<file path="config.mk">
export PLATFORM = sky130hd
export DESIGN_NAME = frogger_lane_top
export DESIGN_NICKNAME = d
export VERILOG_FILES = /design/src/rtl/frogger_pkg.sv /design/src/rtl/arena_if.sv /design/src/rtl/car.sv /design/src/rtl/frog_move_decode.sv /design/src/rtl/frogger_lane_top.sv /design/src/rtl/hit_result.sv
export SDC_FILE = /design/constraint.sdc
export NUM_CORES = 1
export LEC_CHECK = 0
export ABC_AREA = 1
export BUFFER_PORTS_ARGS = -buffer_cell sky130_fd_sc_hd__buf_4
export CELL_PAD_IN_SITES_DETAIL_PLACEMENT = 1
export CELL_PAD_IN_SITES_GLOBAL_PLACEMENT = 2
export CORE_MARGIN = 8
export CORE_UTILIZATION = 25
export DETAILED_ROUTE_END_ITERATION = 12
export PLACE_DENSITY_LB_ADDON = 0.1
export REMOVE_ABC_BUFFERS = 1
export SETUP_SLACK_MARGIN = 0.3
export SLEW_MARGIN = 20
export SYNTH_ARGS = -nofsm -noshare
export SYNTH_HDL_FRONTEND = slang
export SYNTH_SLANG_ARGS = --single-unit
</file>
<file path="constraint.sdc">
create_clock -name reset -period 3.8 [get_ports reset]
set_input_delay 0.57 -clock reset [delete_from_list [all_inputs] [get_ports reset]]
set_output_delay 0.57 -clock reset [all_outputs]
set_load 0.05 [all_outputs]
</file>
<file path="src/rtl/frogger_pkg.sv">
//--------------------------------------------------
// Shared types and constants for one frog lane
// Coordinates are unsigned pixels from the top left
// Playfield is fixed at 640 by 480
//--------------------------------------------------

package frogger_pkg;

    // --------------------------------------------------
    // Types
    // --------------------------------------------------
    typedef logic [10:0] coord_t;          // Pixel coordinate
    typedef logic [4:0]  speed_t;          // Extra wait frames per car step
    typedef logic [7:0]  count_t;          // Score that wraps at 255
    typedef logic [1:0]  lives_t;          // Lives left

    typedef enum logic [1:0] {
        key_up    = 2'd0,                  // Toward row 0
        key_down  = 2'd1,                  // Toward bottom edge
        key_left  = 2'd2,
        key_right = 2'd3
    } key_t;

    // --------------------------------------------------
    // Playfield and sprites
    // --------------------------------------------------
    localparam coord_t SCREEN_W     = 11'd640;
    localparam coord_t SCREEN_H     = 11'd480;

    localparam coord_t FROG_SIDE    = 11'd40;   // Square frog sprite
    localparam coord_t FROG_STEP    = 11'd40;   // One hop per key

    localparam coord_t CAR_W        = 11'd80;
    localparam coord_t CAR_H        = 11'd40;
    localparam coord_t CAR_STEP     = 11'd10;   // Pixels per car move

    // Frog box shrink on each side for the hit test
    localparam coord_t X_TOL        = 11'd10;
    localparam coord_t Y_TOL        = 11'd1;

    localparam coord_t FROG_START_X = 11'd300;  // Spawn column
    localparam coord_t FROG_START_Y = 11'd440;  // Bottom row

    localparam lives_t START_LIVES  = 2'd3;

endpackage

</file>
<file path="src/rtl/arena_if.sv">
//--------------------------------------------------
// Frog and car positions shared inside the lane
// All signals come straight from registers
//--------------------------------------------------

`timescale 1ns/1ps

interface arena_if;

    frogger_pkg::coord_t frog_x;          // Frog top left column
    frogger_pkg::coord_t frog_y;          // Frog top left row
    frogger_pkg::coord_t car_x;           // Car top left column
    frogger_pkg::coord_t car_y;           // Car top left row

    // Frog position owner
    modport frog (
        output frog_x,
        output frog_y
    );

    // Car position owner
    modport car (
        output car_x,
        output car_y
    );

    // Collision and home checker
    modport judge (
        input frog_x,
        input frog_y,
        input car_x,
        input car_y
    );

endinterface

</file>
<file path="src/rtl/car.sv">
//--------------------------------------------------
// One car on a fixed lane that steps CAR_STEP pixels
// Steps once every speed+1 frames
// Wraps to the far edge and never changes row
//--------------------------------------------------

`timescale 1ns/1ps

module car #(
    parameter frogger_pkg::coord_t CAR_START_X = 11'd0,   // Column after reset
    parameter frogger_pkg::coord_t CAR_LANE_Y  = 11'd200, // Fixed row
    parameter logic                CAR_DIR     = 1'b1     // 1 rightward, 0 leftward
) (
    input  logic                reset,      // Frame clock
    input  logic                frame_clk,  // Async reset, active high
    input  frogger_pkg::speed_t speed,      // Wait frames, sampled each cycle
    arena_if.car                arena
);

    // MOVE is the frame right after a step with the count at 0
    // WAIT counts frames 1 up to speed
    typedef enum logic {
        st_move = 1'b0,
        st_wait = 1'b1
    } car_state_t;

    car_state_t          state;
    car_state_t          next_state;
    frogger_pkg::speed_t wait_cnt;        // Frames since last step
    logic                step;            // Car moves on this edge
    frogger_pkg::coord_t x_step;          // Column after one step

    // --------------------------------------------------
    // Move/wait FSM
    // --------------------------------------------------
    always_comb
    begin
        next_state = state;
        step       = 1'b0;
        case (state)
            st_move:
            begin
                if (speed == '0)
                    step = 1'b1;          // Step again without waiting
                else
                    next_state = st_wait;
            end
            st_wait:
            begin
                if (wait_cnt == speed)
                begin
                    step       = 1'b1;    // Count reached
                    next_state = st_move;
                end
            end
        endcase
    end

    // --------------------------------------------------
    // Step with screen wrap
    // --------------------------------------------------
    always_comb
    begin
        if (CAR_DIR)
        begin
            if (arena.car_x + frogger_pkg::CAR_STEP > frogger_pkg::SCREEN_W)
                x_step = '0;              // Past right edge to column 0
            else
                x_step = arena.car_x + frogger_pkg::CAR_STEP;
        end
        else
        begin
            if (arena.car_x < frogger_pkg::CAR_STEP)
                x_step = frogger_pkg::SCREEN_W; // Off left edge
            else
                x_step = arena.car_x - frogger_pkg::CAR_STEP;
        end
    end

    // --------------------------------------------------
    // State, counter and position registers
    // --------------------------------------------------
    always_ff @(posedge reset or posedge frame_clk)
    begin
        if (frame_clk)
        begin
            state       <= st_move;       // Counter starts at 0
            wait_cnt    <= '0;
            arena.car_x <= CAR_START_X;
            arena.car_y <= CAR_LANE_Y;
        end
        else
        begin
            state <= next_state;
            if (step)
            begin
                wait_cnt    <= '0;        // Restart frame count
                arena.car_x <= x_step;
            end
            else
                wait_cnt <= wait_cnt + 5'd1;  // One more waiting frame
            arena.car_y <= CAR_LANE_Y;    // Lane row never moves
        end
    end

endmodule

</file>
<file path="src/rtl/frog_move_decode.sv">
//--------------------------------------------------
// Each key strobe moves the frog one hop
// Moves clamp at the playfield edges
// Respawn beats a key in the same cycle
// Keys are dropped while game over is high
//--------------------------------------------------

`timescale 1ns/1ps

module frog_move_decode (
    input  logic              reset,      // Frame clock
    input  logic              frame_clk,  // Async reset, active high
    input  logic              key_valid,  // One-cycle key strobe
    input  frogger_pkg::key_t key_code,   // Valid with key_valid only
    input  logic              respawn,    // Back to spawn next edge
    input  logic              game_over,  // Freezes the frog
    arena_if.frog             arena
);

    // Highest legal top left corner
    localparam frogger_pkg::coord_t X_LIMIT = frogger_pkg::SCREEN_W - frogger_pkg::FROG_SIDE;
    localparam frogger_pkg::coord_t Y_LIMIT = frogger_pkg::SCREEN_H - frogger_pkg::FROG_SIDE;

    frogger_pkg::coord_t x_next;          // Position after this key
    frogger_pkg::coord_t y_next;

    // --------------------------------------------------
    // Move decode with clamp
    // --------------------------------------------------
    always_comb
    begin
        x_next = arena.frog_x;            // Hold by default
        y_next = arena.frog_y;
        if (key_valid && !game_over)
        begin
            case (key_code)
                frogger_pkg::key_up:
                begin
                    if (arena.frog_y < frogger_pkg::FROG_STEP)
                        y_next = '0;      // Stop at top row
                    else
                        y_next = arena.frog_y - frogger_pkg::FROG_STEP;
                end
                frogger_pkg::key_down:
                begin
                    if (arena.frog_y + frogger_pkg::FROG_STEP > Y_LIMIT)
                        y_next = Y_LIMIT; // Stop at bottom row
                    else
                        y_next = arena.frog_y + frogger_pkg::FROG_STEP;
                end
                frogger_pkg::key_left:
                begin
                    if (arena.frog_x < frogger_pkg::FROG_STEP)
                        x_next = '0;      // Left wall
                    else
                        x_next = arena.frog_x - frogger_pkg::FROG_STEP;
                end
                frogger_pkg::key_right:
                begin
                    if (arena.frog_x + frogger_pkg::FROG_STEP > X_LIMIT)
                        x_next = X_LIMIT; // Right wall
                    else
                        x_next = arena.frog_x + frogger_pkg::FROG_STEP;
                end
            endcase
        end
    end

    // --------------------------------------------------
    // Position registers
    // --------------------------------------------------
    always_ff @(posedge reset or posedge frame_clk)
    begin
        if (frame_clk)
        begin
            arena.frog_x <= frogger_pkg::FROG_START_X;
            arena.frog_y <= frogger_pkg::FROG_START_Y;
        end
        else if (respawn)                 // Hit or home order
        begin
            arena.frog_x <= frogger_pkg::FROG_START_X;
            arena.frog_y <= frogger_pkg::FROG_START_Y;
        end
        else
        begin
            arena.frog_x <= x_next;       // New spot seen next cycle
            arena.frog_y <= y_next;
        end
    end

endmodule

</file>
<file path="src/rtl/frogger_lane_top.sv">
//--------------------------------------------------
// One frog lane clocked once per video frame
// Car lane set by parameters with one car only
// Keys have no back-pressure
//--------------------------------------------------

`timescale 1ns/1ps

module frogger_lane_top #(
    parameter frogger_pkg::coord_t CAR_START_X = 11'd0,   // Car column after reset
    parameter frogger_pkg::coord_t CAR_LANE_Y  = 11'd200, // Car row
    parameter logic                CAR_DIR     = 1'b1     // 1 rightward
) (
    input  logic                reset,      // Frame clock
    input  logic                frame_clk,  // Async reset, active high
    input  logic                key_valid,  // One-cycle key strobe
    input  frogger_pkg::key_t   key_code,
    input  frogger_pkg::speed_t speed,      // Car wait frames
    output frogger_pkg::coord_t frog_x,
    output frogger_pkg::coord_t frog_y,
    output frogger_pkg::coord_t car_x,
    output frogger_pkg::coord_t car_y,
    output logic                hit,
    output frogger_pkg::count_t score,
    output frogger_pkg::lives_t lives,
    output logic                game_over
);

    logic respawn;                        // Result to decode strobe

    arena_if arena ();                    // Shared positions

    // --------------------------------------------------
    // Blocks
    // --------------------------------------------------
    frog_move_decode i_frog_move_decode (
        .reset     (reset),
        .frame_clk (frame_clk),
        .key_valid (key_valid),
        .key_code  (key_code),
        .respawn   (respawn),
        .game_over (game_over),
        .arena     (arena.frog)
    );

    car #(
        .CAR_START_X (CAR_START_X),
        .CAR_LANE_Y  (CAR_LANE_Y),
        .CAR_DIR     (CAR_DIR)
    ) i_car (
        .reset     (reset),
        .frame_clk (frame_clk),
        .speed     (speed),
        .arena     (arena.car)
    );

    hit_result i_hit_result (
        .reset     (reset),
        .frame_clk (frame_clk),
        .arena     (arena.judge),
        .hit       (hit),
        .respawn   (respawn),
        .score     (score),
        .lives     (lives),
        .game_over (game_over)
    );

    // Positions out to the pins
    assign frog_x = arena.frog_x;
    assign frog_y = arena.frog_y;
    assign car_x  = arena.car_x;
    assign car_y  = arena.car_y;

endmodule

</file>
<file path="src/rtl/hit_result.sv">
//--------------------------------------------------
// Frog against car plus the home row check
// Events are ignored in game over and during respawn
// Hit wins over home in the same cycle
//--------------------------------------------------

`timescale 1ns/1ps

module hit_result (
    input  logic                reset,      // Frame clock
    input  logic                frame_clk,  // Async reset, active high
    arena_if.judge              arena,
    output logic                hit,        // One-cycle hit strobe
    output logic                respawn,    // One-cycle order to frog
    output frogger_pkg::count_t score,
    output frogger_pkg::lives_t lives,
    output logic                game_over   // Sticky until reset
);

    frogger_pkg::coord_t fx_l, fx_r;      // Shrunk frog box columns
    frogger_pkg::coord_t fy_t, fy_b;      // Shrunk frog box rows
    frogger_pkg::coord_t cx_r, cy_b;      // Car far edges
    logic                in_xl, in_xr;    // Frog column inside car span
    logic                in_yt, in_yb;    // Frog row inside car span
    logic                overlap;
    logic                hit_ev;
    logic                home_ev;

    // --------------------------------------------------
    // Four-corner overlap with edges counted as a touch
    // --------------------------------------------------
    assign fx_l = arena.frog_x + frogger_pkg::X_TOL;
    assign fx_r = arena.frog_x + frogger_pkg::FROG_SIDE - frogger_pkg::X_TOL;
    assign fy_t = arena.frog_y + frogger_pkg::Y_TOL;
    assign fy_b = arena.frog_y + frogger_pkg::FROG_SIDE - frogger_pkg::Y_TOL;
    assign cx_r = arena.car_x + frogger_pkg::CAR_W;
    assign cy_b = arena.car_y + frogger_pkg::CAR_H;

    assign in_xl = (fx_l >= arena.car_x) && (fx_l <= cx_r);
    assign in_xr = (fx_r >= arena.car_x) && (fx_r <= cx_r);
    assign in_yt = (fy_t >= arena.car_y) && (fy_t <= cy_b);
    assign in_yb = (fy_b >= arena.car_y) && (fy_b <= cy_b);

    assign overlap = (in_xl && in_yt)     // Top left
                  || (in_xl && in_yb)     // Bottom left
                  || (in_xr && in_yt)     // Top right
                  || (in_xr && in_yb);    // Bottom right

    // Frog still sits on the old spot while respawn is high
    assign hit_ev  = overlap && !game_over && !respawn;
    assign home_ev = (arena.frog_y == '0) && !overlap && !game_over && !respawn;

    // --------------------------------------------------
    // Strobes and counters
    // --------------------------------------------------
    always_ff @(posedge reset or posedge frame_clk)
    begin
        if (frame_clk)
        begin
            hit       <= 1'b0;
            respawn   <= 1'b0;
            score     <= '0;
            lives     <= frogger_pkg::START_LIVES;
            game_over <= 1'b0;
        end
        else
        begin
            hit     <= hit_ev;
            respawn <= hit_ev || home_ev; // Either event sends frog home
            if (hit_ev)
            begin
                lives <= lives - 2'd1;
                if (lives == 2'd1)
                    game_over <= 1'b1;    // Last life gone
            end
            if (home_ev)
                score <= score + 8'd1;    // Wraps past 255
        end
    end

endmodule

</file>
# After elaboration in Yosys (flattened, before gate mapping)
# Index checks and enable logic that the tools add are counted.
# word_totals
in_bits	10
regBits	52
# classes
n_eq_ne	5
bitwise	1
n_reduce_logical	30
addsub	13
muxes	18
magnitude_cmp	13
# op_table
op	count
11-bit 2-to-1 mux	9
11-bit one-hot mux with 2 select lines	2
11-bit by 4-bit adder with 11-bit output (second input constant)	2
11-bit by 6-bit adder with 11-bit output (second input constant)	2
11-bit >= comparator	2
11-bit by 8-bit >= comparator with 1-bit output (second input constant)	2
11-bit by 10-bit greater-than comparator with 1-bit output (second input constant)	2
11-bit less-or-equal comparator	2
11-bit by 8-bit less-or-equal comparator with 1-bit output (second input constant)	2
11-bit by 6-bit < comparator with 1-bit output (second input constant)	2
11-bit by 6-bit subtractor with 11-bit output (second input constant)	2
1-bit logical AND	14
11-bit by 1-bit adder with 11-bit output (second input constant)	1
11-bit by 7-bit adder with 11-bit output (second input constant)	1
11-bit by 9-bit greater-than comparator with 1-bit output (second input constant)	1
11-bit logical NOT	1
11-bit by 1-bit subtractor with 11-bit output (second input constant)	1
11-bit by 4-bit subtractor with 11-bit output (second input constant)	1
8-bit by 1-bit adder with 8-bit output (second input constant)	1
2-bit AND reduction	3
3-bit nonzero test	2
5-bit by 1-bit adder with 5-bit output (second input constant)	1
5-bit equality test	1
5-bit logical NOT	1
11 further kinds	22

# Depth between registers and ports, before layout
# logic_depth
ltp_word	13
depth_mapped	22
depth_no_buf	22

# Cells and area by module
# From an unflattened synthesis, not the netlist that was laid out.
# hier_totals
cells_unflattened	957
area_unflattened_um2	6277.3
# modules_own_cells
module	cells_each	instances	area_per_inst_um2
hit_result	530	1	3469.6
frog_move_decode	260	1	1636.6
car	167	1	1171.1

# Least setup slack after synthesis
# No wires, ideal clock.
# synth_path
kind	reg-to-reg
startpoint	reg i_frog_move_decode.arena.frog_x[3]
endpoint	reg i_hit_result.respawn
path_stages_with_launch	18
setup_time_ps	121
slack_ps	728
arrival_time_ps	2951
required_time_ps	3679
path_cell_list	dfstp_2 inv_1 ha_1 nor2_1 inv_2 a211oi_2 nand3_1 xor2_1 ha_1 nand2_1 nor2_1 nand3_1 nand3_1 nand2_1 nand2_1 nand2_1 nand3_2 nand2_1
# synth_between
elab_chain_len	12
word_cells_on_any_way	23
classes_between	add/sub (3); order compare (4); reduce/logical (16)
# synth_lines
element	line_no	text
start: declaration	arena_if.sv:17	output frog_x,
start signal: assignment	frog_move_decode.sv:76	arena.frog_x <= frogger_pkg::FROG_START_X;
start signal: assignment	frog_move_decode.sv:81	arena.frog_x <= frogger_pkg::FROG_START_X;
start signal: assignment	frog_move_decode.sv:86	arena.frog_x <= x_next;
11-bit by 6-bit adder with 11-bit output or 11-bit by 4-bit adder with 11-bit output (tied branches)	hit_result.sv:33, hit_result.sv:32	
11-bit by 4-bit subtractor with 11-bit output (tied with other cells)	hit_result.sv:33	assign fx_r = arena.frog_x + frogger_pkg::FROG_SIDE - frogger_pkg::X_TOL;
11-bit >= comparator (tied with other cells)	hit_result.sv:40	assign in_xr = (fx_r >= arena.car_x) && (fx_r <= cx_r);
1-bit logical AND (on tied branches)	hit_result.sv:40, hit_result.sv:44, hit_result.sv:45	
1-bit logical AND or 1-bit logical OR (tied branches)	hit_result.sv:46, hit_result.sv:45	
1-bit logical OR	hit_result.sv:46	|| (in_xr && in_yt)
1-bit logical OR (*)	hit_result.sv:47	|| (in_xr && in_yb);
1-bit logical NOT	hit_result.sv:51	assign home_ev = (arena.frog_y == '0) && !overlap && !game_over && !respawn;
1-bit logical AND (3 in a row)	hit_result.sv:51	
1-bit logical OR (*)	hit_result.sv:69	respawn <= hit_ev || home_ev;
end signal: assignment	hit_result.sv:69	
end: declaration	hit_result.sv:14	output logic respawn,
# Every way passes the cells marked *; elsewhere a longest branch is shown, timed or not.
# A chain may end at the register's enable or synchronous reset.

# Worst setup path after layout
# Ends and elaborated chain as after synthesis.

==> impl_table.tex <==
\begin{tabular}{lr}
\hline
Metric & Value \\
\hline
\multicolumn{2}{l}{\textbf{STA}} \\
Count of pins over their slew limit & 0 \\
Final period util & 82.4\% \\
Number of hold violations in the final report & 0 \\
Slew Limit Headroom & 43.7\% \\
Final worst clock skew & 0.00505 ns \\
Total negative slack & 0 ns \\
FMAX & 319 MHz \\
Period minus WS final & 3.13 ns \\
Number of failing setup endpoints in the final timing report & 0 \\
Setup repair after global routing missed its margin & no \\
Final critical-path setup slack & 0.668 ns \\
Worst Tran Pin Value & 0.843 ns \\
\multicolumn{2}{l}{\textbf{Logic synthesis}} \\
Commonest cells in the netlist & nand2\_1 (164), inv\_1 (87), nor2\_1 (60) \\
Synth cell types & 41 \\
Library cell with the highest instance count after synthesis & nand2\_1 \\
Most area-hungry cell type in the Yosys netlist & dfrtp\_1 \\
Post-synth EDFFs & 0 \\
Flip-flop and latch count after synthesis & 46 \\
Post-synthesis async set-or-reset flop share & 100\% \\
Synthesis Warnings & 0 \\
Cell Area, Synth & 4530 µm² \\
Top cells by area in the synthesized netlist & dfrtp\_1 (19\%), nand2\_1 (14\%), ha\_1 (14\%) \\
Post-synthesis average cell area & 6.97 µm² \\
Portion of the post-synthesis area used by sequential elements & 25.7\% \\
Area share of the largest cell type after synthesis & 19.3\% \\
Gate count after technology mapping & 650 \\
Synth Flop Type & dfrtp\_1 \\
\multicolumn{2}{l}{\textbf{Drt}} \\
Routed wire length per instance & 15.2 µm \\
Via total after detailed routing & 4221 \\
Number of nets still failing antenna checks after routing & 0 \\
Wirelength, routed & 14.1 mm \\
Router iterations before antenna repair & 4 \\
DRC Markers & 0 \\
Detailed Route Iter0 Violations & 137 \\
Via density per instance & 4.54 \\
\multicolumn{2}{l}{\textbf{Layout}} \\
Layout overhead on the synthesized area & 15.8\% \\
Storage element area & 1160 µm² \\
Layout Utilization & 29.4\% \\
Number of antenna diodes & 0 \\
Share of cells above drive strength 1 & 15.8\% \\
Nets & 759 \\
Multi-input logic area & 2910 µm² \\
Number of filler cells placed in the layout & 2237 \\
\multicolumn{2}{l}{\textbf{Setup path}} \\
Cell type with the highest occurrence count on the critical path & nand2\_1 \\
Worst setup startpoint & i\_frog\_move\_decode.arena.frog\_x[3] \\
Crit Path Class & flop to flop \\
WP buf/inv & 2 \\
Critical register-to-register path startpoint & i\_frog\_move\_decode.arena.frog\_x[3] \\
Worst Path Required & 3.99 ns \\
Nature of the critical path startpoint & flop \\
CP max stage cell & dfstp\_2 \\
Critical path capture point type & flop \\
Arrival time of the worst setup path & 3.33 ns \\
Critical path cell sequence & inv\_1 > ha\_2 > nor2\_1 > inv\_2 > a211oi\_2 > nand3\_1 > xor2\_1 > ha\_1 > nand2\_1 > nor2\_1 > nand3\_1 > nand3\_1 > nand2\_1 > nand2\_1 > nand2\_1 > nand3\_2 > nand2\_1 \\
Slowest cell delay on critical path & 0.58 ns \\
Maximum fanout along the worst path & 11 \\
Kind of cell adding the most delay to the critical path & simple AND/OR/NAND/NOR gates \\
\multicolumn{2}{l}{\textbf{Outcome}} \\
Status & finished, final reports clean \\
\multicolumn{2}{l}{\textbf{GRT}} \\
Via count of the first global-routing pass & 4601 \\
Wire length of the first global-routing pass & 23.8 mm \\
Maximum number of pins on one net before global-route repair & 44 \\
Number of antenna violations at the first check in global routing & 0 \\
Overflow after GRT & 0 \\
GRT Total Usage & 13.1\% \\
\multicolumn{2}{l}{\textbf{Floorplan}} \\
Die outline height & 151 µm \\
DIE AREA & 22700 µm² \\
Horiz. Die Dim & 151 µm \\
Initial core utilization & 25.4\% \\
Standard cell core area & 17800 µm² \\
\# rows & 49 \\
Total I/O pin count & 66 \\
\multicolumn{2}{l}{\textbf{Clock network}} \\
Clock tree from TritonCTS & built \\
Clock transition at the register clock pins on the worst setup and hold paths after CTS & 0.07 ns \\
Max Root-Sink Buffers & 2 \\
Insertion delay to the later sink of the worst-skew pair & 0.30 ns \\
Post-CTS Setup Inserts & 0 \\
PostCTS Resize Cnt & 0 \\
Cts bufs inserted & 5 \\
Clock root buffer master & clkbuf\_16 \\
CTS hold repair buffers & 0 \\
CTS H-Tree Depth & 2 \\
Count of clock tree sinks & 46 \\
\multicolumn{2}{l}{\textbf{Power and ir drop}} \\
Switching part of the total power & 58.2\% \\
IR Drop Worst-Case VDD & 0.000352 V \\
Sequential cell fraction of total power & 19.6\% \\
Total chip power & 5090 µW \\
Leakage power figure & 0.00273 µW \\
Portion of total power attributed to the clock network & 9.4\% \\
Comb power frac & 71.0\% \\
Power Internal & 2130 µW \\
Switch Pwr & 2960 µW \\
Power density cells & 972 nW/µm² \\
\multicolumn{2}{l}{\textbf{Job}} \\
Count of max-cap constraint violations & 0 \\
\multicolumn{2}{l}{\textbf{Hold path}} \\
Hold Path Class & input port to asynchronous set/reset pin \\
\multicolumn{2}{l}{\textbf{Placement}} \\
Number of buffer cells added on primary ports & 48 \\
Placed wire-length estimate after detailed placement & 11.6 mm \\
Gp weighted congestion & 0.805 \\
Place WS & 0.562 ns \\
\hline
\end{tabular}
-- final timing paths --
path,endpoint,depth (start not counted),slack [ns]
max reg2reg,i_hit_result.respawn,17,0.67
max,i_hit_result.respawn,17,0.67
min in group reset,i_hit_result.score[7],1,0.47
min,i_hit_result.score[1],2,0.41
max in group asynchronous,i_frog_move_decode.arena.frog_y[3],3,2.72
min reg2reg,i_hit_result.score[7],1,0.47
-- stage by stage --
step | hold slack, ns | cells | cell area [µm²]
finish | 0.407 | 930 | 5240
global route | 0.469 | 930 | 5240
CTS | 0.488 | 930 | 5240
detailed placement | 0.478 | 922 | 5090
global placement | 0.464 | 922 | 5090
floorplan | 0.455 | 644 | 4430
-- layout by cell type, fill, tap and decap left out, types with 3 or more instances in the layout --
cell type / count
a21oi_1: 33
a31oi_1: 7
nand3_1: 44
dfstp_2: 11
clkbuf_16: 5
xor2_2: 3
o22ai_1: 3
inv_2: 10
conb_1: 17
nor3_1: 11
ha_1: 48
xor2_1: 25
dfrtp_1: 35
o21a_1: 3
buf_4: 49
inv_1: 86
o21ai_0: 23
nand2_1: 164
nand2_2: 8
xnor2_1: 7
nor2_1: 60
o21ai_1: 4
nand4_1: 14
nor2_2: 3
-- logic make-up (layout without fill, tap and decap cells) --
| family | after synthesis | count (layout) | share of synthesized area (%) |
|---|---|---|---|
| AO/OA/AOI/OAI | 84 | 84 | 10.9 |
| XOR/XNOR | 35 | 35 | 7.27 |
| adder cells (fa/ha/maj) | 49 | 49 | 13.5 |
| buffers and inverters | 118 | 154 | 11.4 |
| flip-flops | 46 | 46 | 25.7 |
| multiplexers | 1 | 1 | 0.249 |
| other | 2 | 17 | 0.166 |
| AND/OR/NAND/NOR | 315 | 315 | 30.8 |
-- power by group through the flow --
stage | registers (µW) | clock network [µW] | logic [µW]
final | 998 | 478 | 3620
after CTS | 1010 | 505 | 3670
after global routing | 1050 | 520 | 4120
after detailed placement | 1020 | 0 | 3650
after global placement | 1010 | 0 | 3620
after floorplan | 1360 | 0 | 2260
-- sequential cells by signal (all words and copies together), names as in the netlist --
| signal | count |
|---|---|
| i_hit_result.respawn | 1 |
| i_frog_move_decode.arena.frog_x | 9 |
| i_car.arena.car_x | 10 |
| i_hit_result.game_over | 1 |
| i_frog_move_decode.arena.frog_y | 8 |
| i_car.state | 1 |
| i_car.wait_cnt | 5 |
| i_hit_result.lives | 2 |
| i_hit_result.score | 8 |
| i_hit_result.hit | 1 |
-- area by class of cell --
class                      instances  area share (%)
clock buffer                       5            2.39
multi-input combinational        501            55.5
clock inverter                     3           0.454
inverter                          97            6.97
sequential                        46            22.2
tap                              229            5.47
timing repair buffer              49            7.02
-- per-layer routing --
| layer | track usage [%] | share of wire, % |
|---|---|---|
| met1 | 17.2 | 49 |
| met2 | 21.7 | 46 |
| met3 | 2.40 | 3.2 |
| met4 | 3.22 | 1.2 |
| met5 | 0 | 0 |
Power figures use the tool's default switching activity.
